$ cat src/design/lvda_pkg.sv
package lvda_pkg;

    // ******************************************************************
    // Bus widths.
    // ******************************************************************

    localparam int ADDR_W      = 9;
    localparam int DATA_W      = 26;
    localparam int DISC_W      = 24;
    localparam int INTR_W      = 7;
    localparam int SYNC_STAGES = 2;

    typedef logic [ADDR_W-1:0] pio_addr_t;
    typedef logic [DATA_W-1:0] data_word_t;
    typedef logic [DISC_W-1:0] disc_t;
    typedef logic [INTR_W-1:0] intr_t;

    // ******************************************************************
    // Process-I/O address map.
    // ******************************************************************

    localparam pio_addr_t ADDR_LOAD_BRD   = 9'h004;
    localparam pio_addr_t ADDR_READ_DISC  = 9'h011;
    localparam pio_addr_t ADDR_READ_INTR  = 9'h012;
    localparam pio_addr_t ADDR_RESET_INTR = 9'h014;
    localparam pio_addr_t ADDR_SET_MASK   = 9'h018;

    // A decoded command is valid for a single cycle.
    typedef enum logic [2:0] {
        OP_NONE,
        OP_LOAD_BRD,
        OP_READ_DISC,
        OP_READ_INTR,
        OP_RESET_INTR,
        OP_SET_MASK
    } io_op_t;

endpackage

$ cat src/design/discrete_conditioner.sv
module discrete_conditioner
    import lvda_pkg::*;
(
    input  logic  sim_clk,
    input  logic  reset,
    input  disc_t din_raw,
    input  intr_t intr_raw,
    output disc_t din_sync,
    output intr_t intr_sync
);

    // Stage 0 sees the raw line, the last stage feeds the logic.
    disc_t din_stage  [SYNC_STAGES];
    intr_t intr_stage [SYNC_STAGES];

    always_ff @(posedge sim_clk) begin
        if (reset) begin
            for (int i = 0; i < SYNC_STAGES; i++) begin
                din_stage[i]  <= '0;
                intr_stage[i] <= '0;
            end
        end else begin
            din_stage[0]  <= din_raw;
            intr_stage[0] <= intr_raw;
            for (int i = 1; i < SYNC_STAGES; i++) begin
                din_stage[i]  <= din_stage[i-1];
                intr_stage[i] <= intr_stage[i-1];
            end
        end
    end

    assign din_sync  = din_stage[SYNC_STAGES-1];
    assign intr_sync = intr_stage[SYNC_STAGES-1];

endmodule

$ cat src/design/address_decode.sv
module address_decode
    import lvda_pkg::*;
(
    input  logic       sim_clk,
    input  logic       reset,
    input  logic       pio_strobe,
    input  pio_addr_t  pio_addr,
    input  data_word_t pio_data,
    output io_op_t     op,
    output data_word_t op_data
);

    logic       cmd_valid;
    pio_addr_t  cmd_addr;
    data_word_t cmd_data;
    io_op_t     dec_op;

    // The command register loads on the strobe.
    always_ff @(posedge sim_clk) begin
        if (reset) begin
            cmd_valid <= 1'b0;
        end else begin
            cmd_valid <= pio_strobe;
        end
    end

    always_ff @(posedge sim_clk) begin
        if (pio_strobe) begin
            cmd_addr <= pio_addr;
            cmd_data <= pio_data;
        end
    end

    always_comb begin
        unique case (cmd_addr)
            ADDR_LOAD_BRD:   dec_op = OP_LOAD_BRD;
            ADDR_READ_DISC:  dec_op = OP_READ_DISC;
            ADDR_READ_INTR:  dec_op = OP_READ_INTR;
            ADDR_RESET_INTR: dec_op = OP_RESET_INTR;
            ADDR_SET_MASK:   dec_op = OP_SET_MASK;
            default:         dec_op = OP_NONE;
        endcase
        if (!cmd_valid) begin
            dec_op = OP_NONE;
        end
    end

    // Decoded operation lasts one cycle.
    always_ff @(posedge sim_clk) begin
        if (reset) begin
            op <= OP_NONE;
        end else begin
            op <= dec_op;
        end
    end

    always_ff @(posedge sim_clk) begin
        op_data <= cmd_data;
    end

endmodule

$ cat src/design/buffer_register.sv
module buffer_register
    import lvda_pkg::*;
(
    input  logic       sim_clk,
    input  logic       reset,
    input  io_op_t     op,
    input  data_word_t op_data,
    output data_word_t brd
);

    // Output buffer for the BRD discretes.
    always_ff @(posedge sim_clk) begin
        if (reset) begin
            brd <= '0;
        end else if (op == OP_LOAD_BRD) begin
            brd <= op_data;
        end
    end

endmodule

$ cat src/design/interrupt_register.sv
module interrupt_register
    import lvda_pkg::*;
(
    input  logic       sim_clk,
    input  logic       reset,
    input  intr_t      intr_sync,
    input  io_op_t     op,
    input  data_word_t op_data,
    output intr_t      pending,
    output logic       intc
);

    intr_t intr_prev;
    intr_t intr_rise;
    intr_t clear_bits;
    intr_t mask;

    // ******************************************************************
    // Edge capture.
    // ******************************************************************

    assign intr_rise = intr_sync & ~intr_prev;

    always_ff @(posedge sim_clk) begin
        if (reset) begin
            intr_prev <= '0;
        end else begin
            intr_prev <= intr_sync;
        end
    end

    // ******************************************************************
    // Pending bits and mask.
    // ******************************************************************

    assign clear_bits = (op == OP_RESET_INTR) ? op_data[INTR_W-1:0] : '0;

    // A fresh edge beats a clear in the same cycle.
    always_ff @(posedge sim_clk) begin
        if (reset) begin
            pending <= '0;
            mask    <= '0;
        end else begin
            pending <= (pending & ~clear_bits) | intr_rise;
            if (op == OP_SET_MASK) begin
                mask <= op_data[INTR_W-1:0];
            end
        end
    end

    // The summary line to the computer lags pending by one cycle.
    always_ff @(posedge sim_clk) begin
        if (reset) begin
            intc <= 1'b0;
        end else begin
            intc <= |(pending & ~mask);
        end
    end

endmodule

$ cat src/design/data_return.sv
module data_return
    import lvda_pkg::*;
(
    input  logic       sim_clk,
    input  logic       reset,
    input  io_op_t     op,
    input  disc_t      din_sync,
    input  intr_t      pending,
    output data_word_t data_out,
    output logic       data_valid
);

    logic is_read;

    assign is_read = (op == OP_READ_DISC) || (op == OP_READ_INTR);

    always_ff @(posedge sim_clk) begin
        if (reset) begin
            data_valid <= 1'b0;
        end else begin
            data_valid <= is_read;
        end
    end

    // The read-back word is zero-extended to the full data width.
    // It holds between reads.
    always_ff @(posedge sim_clk) begin
        case (op)
            OP_READ_DISC: begin
                data_out <= {{(DATA_W-DISC_W){1'b0}}, din_sync};
            end
            OP_READ_INTR: begin
                data_out <= {{(DATA_W-INTR_W){1'b0}}, pending};
            end
            default: begin
                data_out <= data_out;
            end
        endcase
    end

endmodule

$ cat src/design/lvda.sv
module lvda
    import lvda_pkg::*;
(
    input  logic       sim_clk,
    input  logic       reset,
    input  logic       pio_strobe,
    input  pio_addr_t  pio_addr,
    input  data_word_t pio_data,
    input  disc_t      din_raw,
    input  intr_t      intr_raw,
    output data_word_t brd,
    output data_word_t data_out,
    output logic       data_valid,
    output logic       intc
);

    disc_t      din_sync;
    intr_t      intr_sync;
    io_op_t     op;
    data_word_t op_data;
    intr_t      pending;

    // ******************************************************************
    // Input conditioning and command decode.
    // ******************************************************************

    discrete_conditioner u_discrete_conditioner (
        .sim_clk   (sim_clk),
        .reset     (reset),
        .din_raw   (din_raw),
        .intr_raw  (intr_raw),
        .din_sync  (din_sync),
        .intr_sync (intr_sync)
    );

    address_decode u_address_decode (
        .sim_clk    (sim_clk),
        .reset      (reset),
        .pio_strobe (pio_strobe),
        .pio_addr   (pio_addr),
        .pio_data   (pio_data),
        .op         (op),
        .op_data    (op_data)
    );

    // ******************************************************************
    // Output buffer, interrupts and read-back.
    // ******************************************************************

    buffer_register u_buffer_register (
        .sim_clk (sim_clk),
        .reset   (reset),
        .op      (op),
        .op_data (op_data),
        .brd     (brd)
    );

    interrupt_register u_interrupt_register (
        .sim_clk   (sim_clk),
        .reset     (reset),
        .intr_sync (intr_sync),
        .op        (op),
        .op_data   (op_data),
        .pending   (pending),
        .intc      (intc)
    );

    data_return u_data_return (
        .sim_clk    (sim_clk),
        .reset      (reset),
        .op         (op),
        .din_sync   (din_sync),
        .pending    (pending),
        .data_out   (data_out),
        .data_valid (data_valid)
    );

endmodule

$ cat config.mk
export PLATFORM = sky130hd
export DESIGN_NAME = lvda
export DESIGN_NICKNAME = d
export VERILOG_FILES = /design/src/design/lvda_pkg.sv /design/src/design/discrete_conditioner.sv /design/src/design/address_decode.sv /design/src/design/buffer_register.sv /design/src/design/interrupt_register.sv /design/src/design/data_return.sv /design/src/design/lvda.sv
export SDC_FILE = /design/constraint.sdc
export NUM_CORES = 1
export LEC_CHECK = 0
export BUFFER_PORTS_ARGS = -buffer_cell sky130_fd_sc_hd__buf_2
export CAP_MARGIN = 0
export CORE_AREA = 2 2 127 129
export DETAILED_ROUTE_END_ITERATION = 6
export DIE_AREA = 0 0 129 131
export GPL_TIMING_DRIVEN = 0
export HOLD_SLACK_MARGIN = 0.06
export PLACE_DENSITY = 0.64
export SLEW_MARGIN = 20
export SYNTH_ARGS = -nofsm -noshare
export SYNTH_HDL_FRONTEND = slang
export SYNTH_SLANG_ARGS = --single-unit
$ cat constraint.sdc
create_clock -name sim_clk -period 1.75 [get_ports sim_clk]
set_input_delay 0.0875 -clock sim_clk [delete_from_list [all_inputs] [get_ports sim_clk]]
set_output_delay 0.0875 -clock sim_clk [all_outputs]
set_load 0.005 [all_outputs]
# --- Yosys cells after proc, flatten, opt, wreduce, memory -nomap -nowiden ---
# Memories as Yosys holds them, arrays and structs flattened.
# Index checks and enable logic that the tools add are counted.
word_totals:
  word_cells: 50
  output_inout_bits: 54
  register_bits: 140
  ram_bits: 62
  inputBits: 69
  mem_count: 2
mem_list:
  columns: ["memory", "depth", "word_bits", "rd", "rd_ports_with_merged_regs", "wr", "line_no", "rtl"]
  rows:
  - ["u_discrete_conditioner.din_stage", 2, 24, 2, 0, 2, "discrete_conditioner.sv:13", "disc_t din_stage [SYNC_STAGES];"]
  - ["u_discrete_conditioner.intr_stage", 2, 7, 2, 0, 2, "discrete_conditioner.sv:14", "intr_t intr_stage [SYNC_STAGES];"]
op_classes:
  mux: 10
  reduce_logical: 4
  eq_ne: 10
  n_bitwise: 12
op_table:
  columns: ["op", "count"]
  rows:
  - ["$pmux 26 s2", 1]
  - ["$mux 24", 2]
  - ["$eq 9x5->1 const B", 4]
  - ["$and 7x7->7", 3]
  - ["$mux 7", 3]
  - ["$not 7->7", 3]
  - ["$pmux 3 s5", 1]
  - ["$eq 9x3->1 const B", 1]
  - ["$or 7x7->7", 1]
  - ["$reduce_or 7->1", 1]
  - ["$eq 3x2->1 const B", 2]
  - ["$eq 3x3->1 const B", 2]
  - ["$or 1x1->1", 4]
  - ["$eq 3x1->1 const B", 1]
  - ["$mux 1", 3]
  - ["$reduce_bool 2->1", 1]
  - ["$reduce_or 2->1", 1]
  - ["$logic_or 1x1->1", 1]
  - ["$not 1->1", 1]

# --- Longest topological paths before layout ---
logic_depth:
  depth_word: 5
  ltp_mapped: 5
  mapped_depth_nobuf: 3

# --- By module ---
# From an unflattened synthesis, not the netlist that was laid out.
hier_totals:
  hier_cells: 496
  area_unflattened_um2: 6670.1
by_module_without_submodules:
  columns: ["module", "seq_area_each_um2", "n_inst", "cells_per_inst", "area_per_inst_um2"]
  rows:
  - ["discrete_conditioner", 1241.2, 1, 161, 1891.8]
  - ["address_decode", 1651.6, 1, 78, 1750.4]
  - ["buffer_register", 520.5, 1, 113, 1188.6]
  - ["data_return", 740.7, 1, 57, 1003.5]
  - ["interrupt_register", 440.4, 1, 87, 835.8]

# --- Worst setup path after synthesis ---
# No wires, ideal clock.
synth_timing:
  path_kind: "reg2reg"
  startpoint: "register u_address_decode.op[2]"
  endpoint: "register u_data_return.data_out[0], data pin"
  stages_incl_launch_ff: 5
  required_ns: 1.490
  setup_time_ns: 0.260
  t_arrival_ns: 1.278
  slack_ns: 0.212
  synth_period_minus_slack_ns: 1.538
  path_cell_list: "dfxtp_1 and2b_4 nand2_4 buf_6 mux2_2"
synth_via:
  elab_chain_cells: 2
synth_rtl:
  columns: ["item", "line_no", "rtl"]
  rows:
  - ["start, declared", "address_decode.sv:9", "output io_op_t op,"]
  - ["start signal, assigned", "address_decode.sv:53", "op <= dec_op;"]
  - ["$eq 3x2->1", "data_return.sv:28", "case (op)"]
  - ["$pmux 26 s2 *", "data_return.sv:28", null]
  - ["end signal, assigned", "data_return.sv:30", "data_out <= {{(DATA_W-DISC_W){1'b0}}, din_sync};"]
  - ["end signal, assigned", "data_return.sv:33", "data_out <= {{(DATA_W-INTR_W){1'b0}}, pending};"]
  - ["end signal, assigned", "data_return.sv:36", "data_out <= data_out;"]
  - ["end, declared", "data_return.sv:9", "output data_word_t data_out,"]
# Every way passes the cells marked *; elsewhere a longest branch is shown, timed or not. The select of a mux whose other input is x is not followed.
# A chain may end at the register's enable or synchronous reset.

# --- Worst setup path in the final report ---
layout_timing:
  startpoint: "register u_address_decode.op[1]"
  endpoint: "register u_data_return.data_out[4], data pin"
# Same word-level chain as after synthesis.

==> flow_summary.toml <==
[logic_synthesis]
synth_enable_flop_cells = 59
netlist.top_cell.by_area = "dfxtp_1"
post_synth_inst_count = 468
yosys.area.top_type_share_pct = 45.9
post_synth_num_cell_types = 35
syn_area_um2 = 6150
synth_async_sr_flop_share_pct = 0
synth_seq_cells = 200
ys.flop_type = "dfxtp_1"
synth-seq-area-share_pct = 74.7
synthesis.area_per_instance_um2 = 13.1
yosysWarnings = 0
synth_top_cells_by_area = "dfxtp_1, edfxtp_1, nor2b_1"

[route]
detail_route.vias_per_cell = 4.26
drtAntennaViolNets = 0
routedWlPerCell_um = 12.6
postRouteWirelength_mm = 11.7
dr.pass1.iters = 4
first_iter_violations = 189
via_count = 3939
drc_errors = 0

[grt]
grt_pass1_vias = 3909
globalRouteTotalUtil_pct = 14.5
grt.overflow.total = 0
antenna_found_initial = 0
first_pass_grt_wire_length_mm = 18.5
grt_max_degree = 37

[place]
dp.final_hpwl_mm = 7.47
gpl.final_weighted_congestion = 0.713
dp_cells = 804
dpl_worst_slack_ps = -50.2
io_buffers = 119
placed_cell_area_um2 = 7020

[floorplanning]
fp.dieArea_um2 = 16900
die_w_um = 129
floorplan.die.height_um = 131
initial_core_util_pct = 39.4
core_region_area_um2 = 15600
floorplan.rows = 46
floorplan.io_pins = 123

[critical_path]
register_to_register_setup_slack_ps = 240
worstSetupEndpointType = "flip-flop"
data_required_time_at_the_worst_endpoint_ps = 1920
path_max_fanout = 10
classification_of_the_worst_setup_path = "flip-flop to flip-flop"
worst_r2r_path_depth = 4
crit-reg2reg-capture = "u_data_return.data_out[4]"
r2r_start = "u_address_decode.op[1]"
crit_arrival_ps = 1690
critical_path_start_type = "flip-flop"

[clock_network]
clk-insertion-delay-late_ps = 420
worst_setup_hold_path_clk_slew_ps = 70
cts-root-to-sink-buffers = 2
cts_tree = "done"
tritoncts_num_sinks = 200
tritoncts.num_buffers = 17
htree_levels = 4
cts_root_buf = "clkbuf_16"

[pwr]
p_comb_share_pct = 4.6
cell_internal_pwr_w = 0.00705
irDropWorstVdd_mv = 0.669
power.switching_w = 0.00182
power.density_nw_per_um2 = 1050
p_clk_share_pct = 38.6
leakagePower_nw = 3.54
part_of_the_total_power_dissipated_in_sequential_elements_pct = 56.8
swShare_pct = 20.5

[final_layout]
drive_gt1_share_pct = 24.1
fillerInstances = 1317
syn_to_final_growth_pct = 37.0
final_cell_area_um2 = 8420
final-instance-count-excl-fill = 925
final_net_count = 765
utilization_pct = 54.0
antennaDiodeCount = 0

[timing]
period_needed_ps = 1510
final_critical_path_setup_slack_ps = 239
final_setup_violation_count = 0
final-hold-violation-count = 0
maximum_clock_frequency_mhz = 662
setup_tns_ps = 0
post-route-period-util_pct = 86.4
timing.slew.headroom_pct = 46.3
fin_worst_skew_ps = 7.12
grt_setup_unrepaired = "no"
slew_violations = 0
worstMarginPinSlew_ps = 806

[min_path]
hold_start = "reset"
holdPathStages = 2
hold_class = "input pin to flip-flop"
min_to = "u_interrupt_register.intr_prev[3]"

[run]
cap_viol_max_count = 0

[run_status]
status = "finished clean"
-- synth_stat cells (2+ instances only) --
| cell | n |
|---|---|
| dfxtp_1 | 141 |
| nor2b_1 | 72 |
| edfxtp_1 | 59 |
| nand2_1 | 50 |
| a21oi_1 | 34 |
| and2_1 | 17 |
| inv_1 | 13 |
| clkbuf_1 | 12 |
| nand2b_1 | 8 |
| nor2_1 | 8 |
| mux2_2 | 7 |
| mux2i_1 | 7 |
| o21ai_0 | 7 |
| buf_6 | 5 |
| nand3b_1 | 3 |
| a31oi_1 | 2 |
| buf_4 | 2 |
| nand2_2 | 2 |
| nor4_1 | 2 |
| or3b_2 | 2 |
-- placed cells by master (no fill, tap or decap), types with 2 or more instances in the layout --
master and n:
dfxtp_1 140, buf_2 120, dlygate4sd3_1 87, nor2b_1 72, edfxtp_1 59, nand2_1 50
a21oi_1 34, clkbuf_1 17, and2_1 17, clkbuf_16 17, inv_1 13, nand2b_1 8
nor2_1 8, mux2_2 7, mux2i_1 7, o21ai_0 7, buf_6 5, clkinv_4 4
nand3b_1 3, buf_4 3, inv_4 3, nor4_1 2, or3b_2 2, a31oi_1 2
nand2_2 2, conb_1 2, clkinvlp_4 2
-- kinds of logic after synthesis --
family	share of synthesized area (%)
flip-flops	74.7
AND/OR/NAND/NOR	15.5
AO/OA/AOI/OAI	3.95
buffers and inverters	3.07
multiplexers	2.42
XOR/XNOR	0.285
other	0.0610
-- sequential cells by signal, indices dropped and copies added (netlist names) --
register / count
u_discrete_conditioner.din_stage: 48
u_address_decode.cmd_data: 26
u_address_decode.op_data: 26
u_buffer_register.brd: 26
u_data_return.data_out: 24
u_discrete_conditioner.intr_stage: 14
u_address_decode.cmd_addr: 9
u_interrupt_register.intr_prev: 7
u_interrupt_register.mask: 7
u_interrupt_register.pending: 7
u_address_decode.op: 3
u_address_decode.cmd_valid: 1
u_data_return.data_valid: 1
u_interrupt_register.intc: 1
-- power groups by stage --
| stage | clock (W) | sequential (W) | combinational [W] |
|---|---|---|---|
| 5_1_grt | 0.00372 | 0.00506 | 0.000453 |
| 3_3_place_gp | 0 | 0.00513 | 0.000250 |
| 4_1_cts | 0.00352 | 0.00504 | 0.000408 |
| 2_1_floorplan | 0 | 0.00511 | 0.000134 |
| 3_5_place_dp | 0 | 0.00514 | 0.000257 |
| 6_report | 0.00343 | 0.00504 | 0.000408 |
-- worst max path at each step --
stage	from	to	cells after the start
5_1_grt	u_address_decode.op[1]	u_data_return.data_out[16]	4
6_report	u_address_decode.op[1]	u_data_return.data_out[4]	4
2_1_floorplan	u_address_decode.op[2]	u_data_return.data_out[0]	4
3_5_place_dp	u_address_decode.op[2]	u_data_return.data_out[0]	4
4_1_cts	u_address_decode.op[1]	u_data_return.data_out[4]	4
3_3_place_gp	u_address_decode.op[2]	u_data_return.data_out[3]	4
-- metrics by stage --
stage	hold WS [ps]	total power, W
global placement	264	0.00538
CTS	72.4	0.00896
detailed placement	266	0.00540
floorplan	186	0.00525
global route	122	0.00923
finish	97.4	0.00887
-- repair_timing --
action	CTS	global route
gates resized for setup	1	0
endpoints found under the setup margin	13	0
hold buffers	87	0
endpoints found under the hold margin	74	0
setup buffers	1	0
-- worst max-delay path, stage by stage, from the launching register on --
cell	delay, ps
dfxtp_1	510
and2b_4	230
nand2_4	100
buf_6	170
mux2_2	270
-- per-layer routing --
metal  routed length [um]  up-vias  global-route usage, %
met5                    0        -                      0
met4                  278        0                   6.59
met3                  463       29                   4.11
met2                 6020      114                   25.4
met1                 4930     1803                   16.6
li1                     -     1993                      -
-- cell type report --
cell class	count	area [um2]	area share, %
inverter	13	48.8	0.579
sequential	200	4600	54.6
buffer	22	140	1.66
tap	216	270	3.21
clock buffer	22	444	5.27
clock inverter	10	73.8	0.876
timing repair buffer	207	1470	17.5
multi-input combinational	235	1380	16.3
Power figures use the tool's default switching activity.
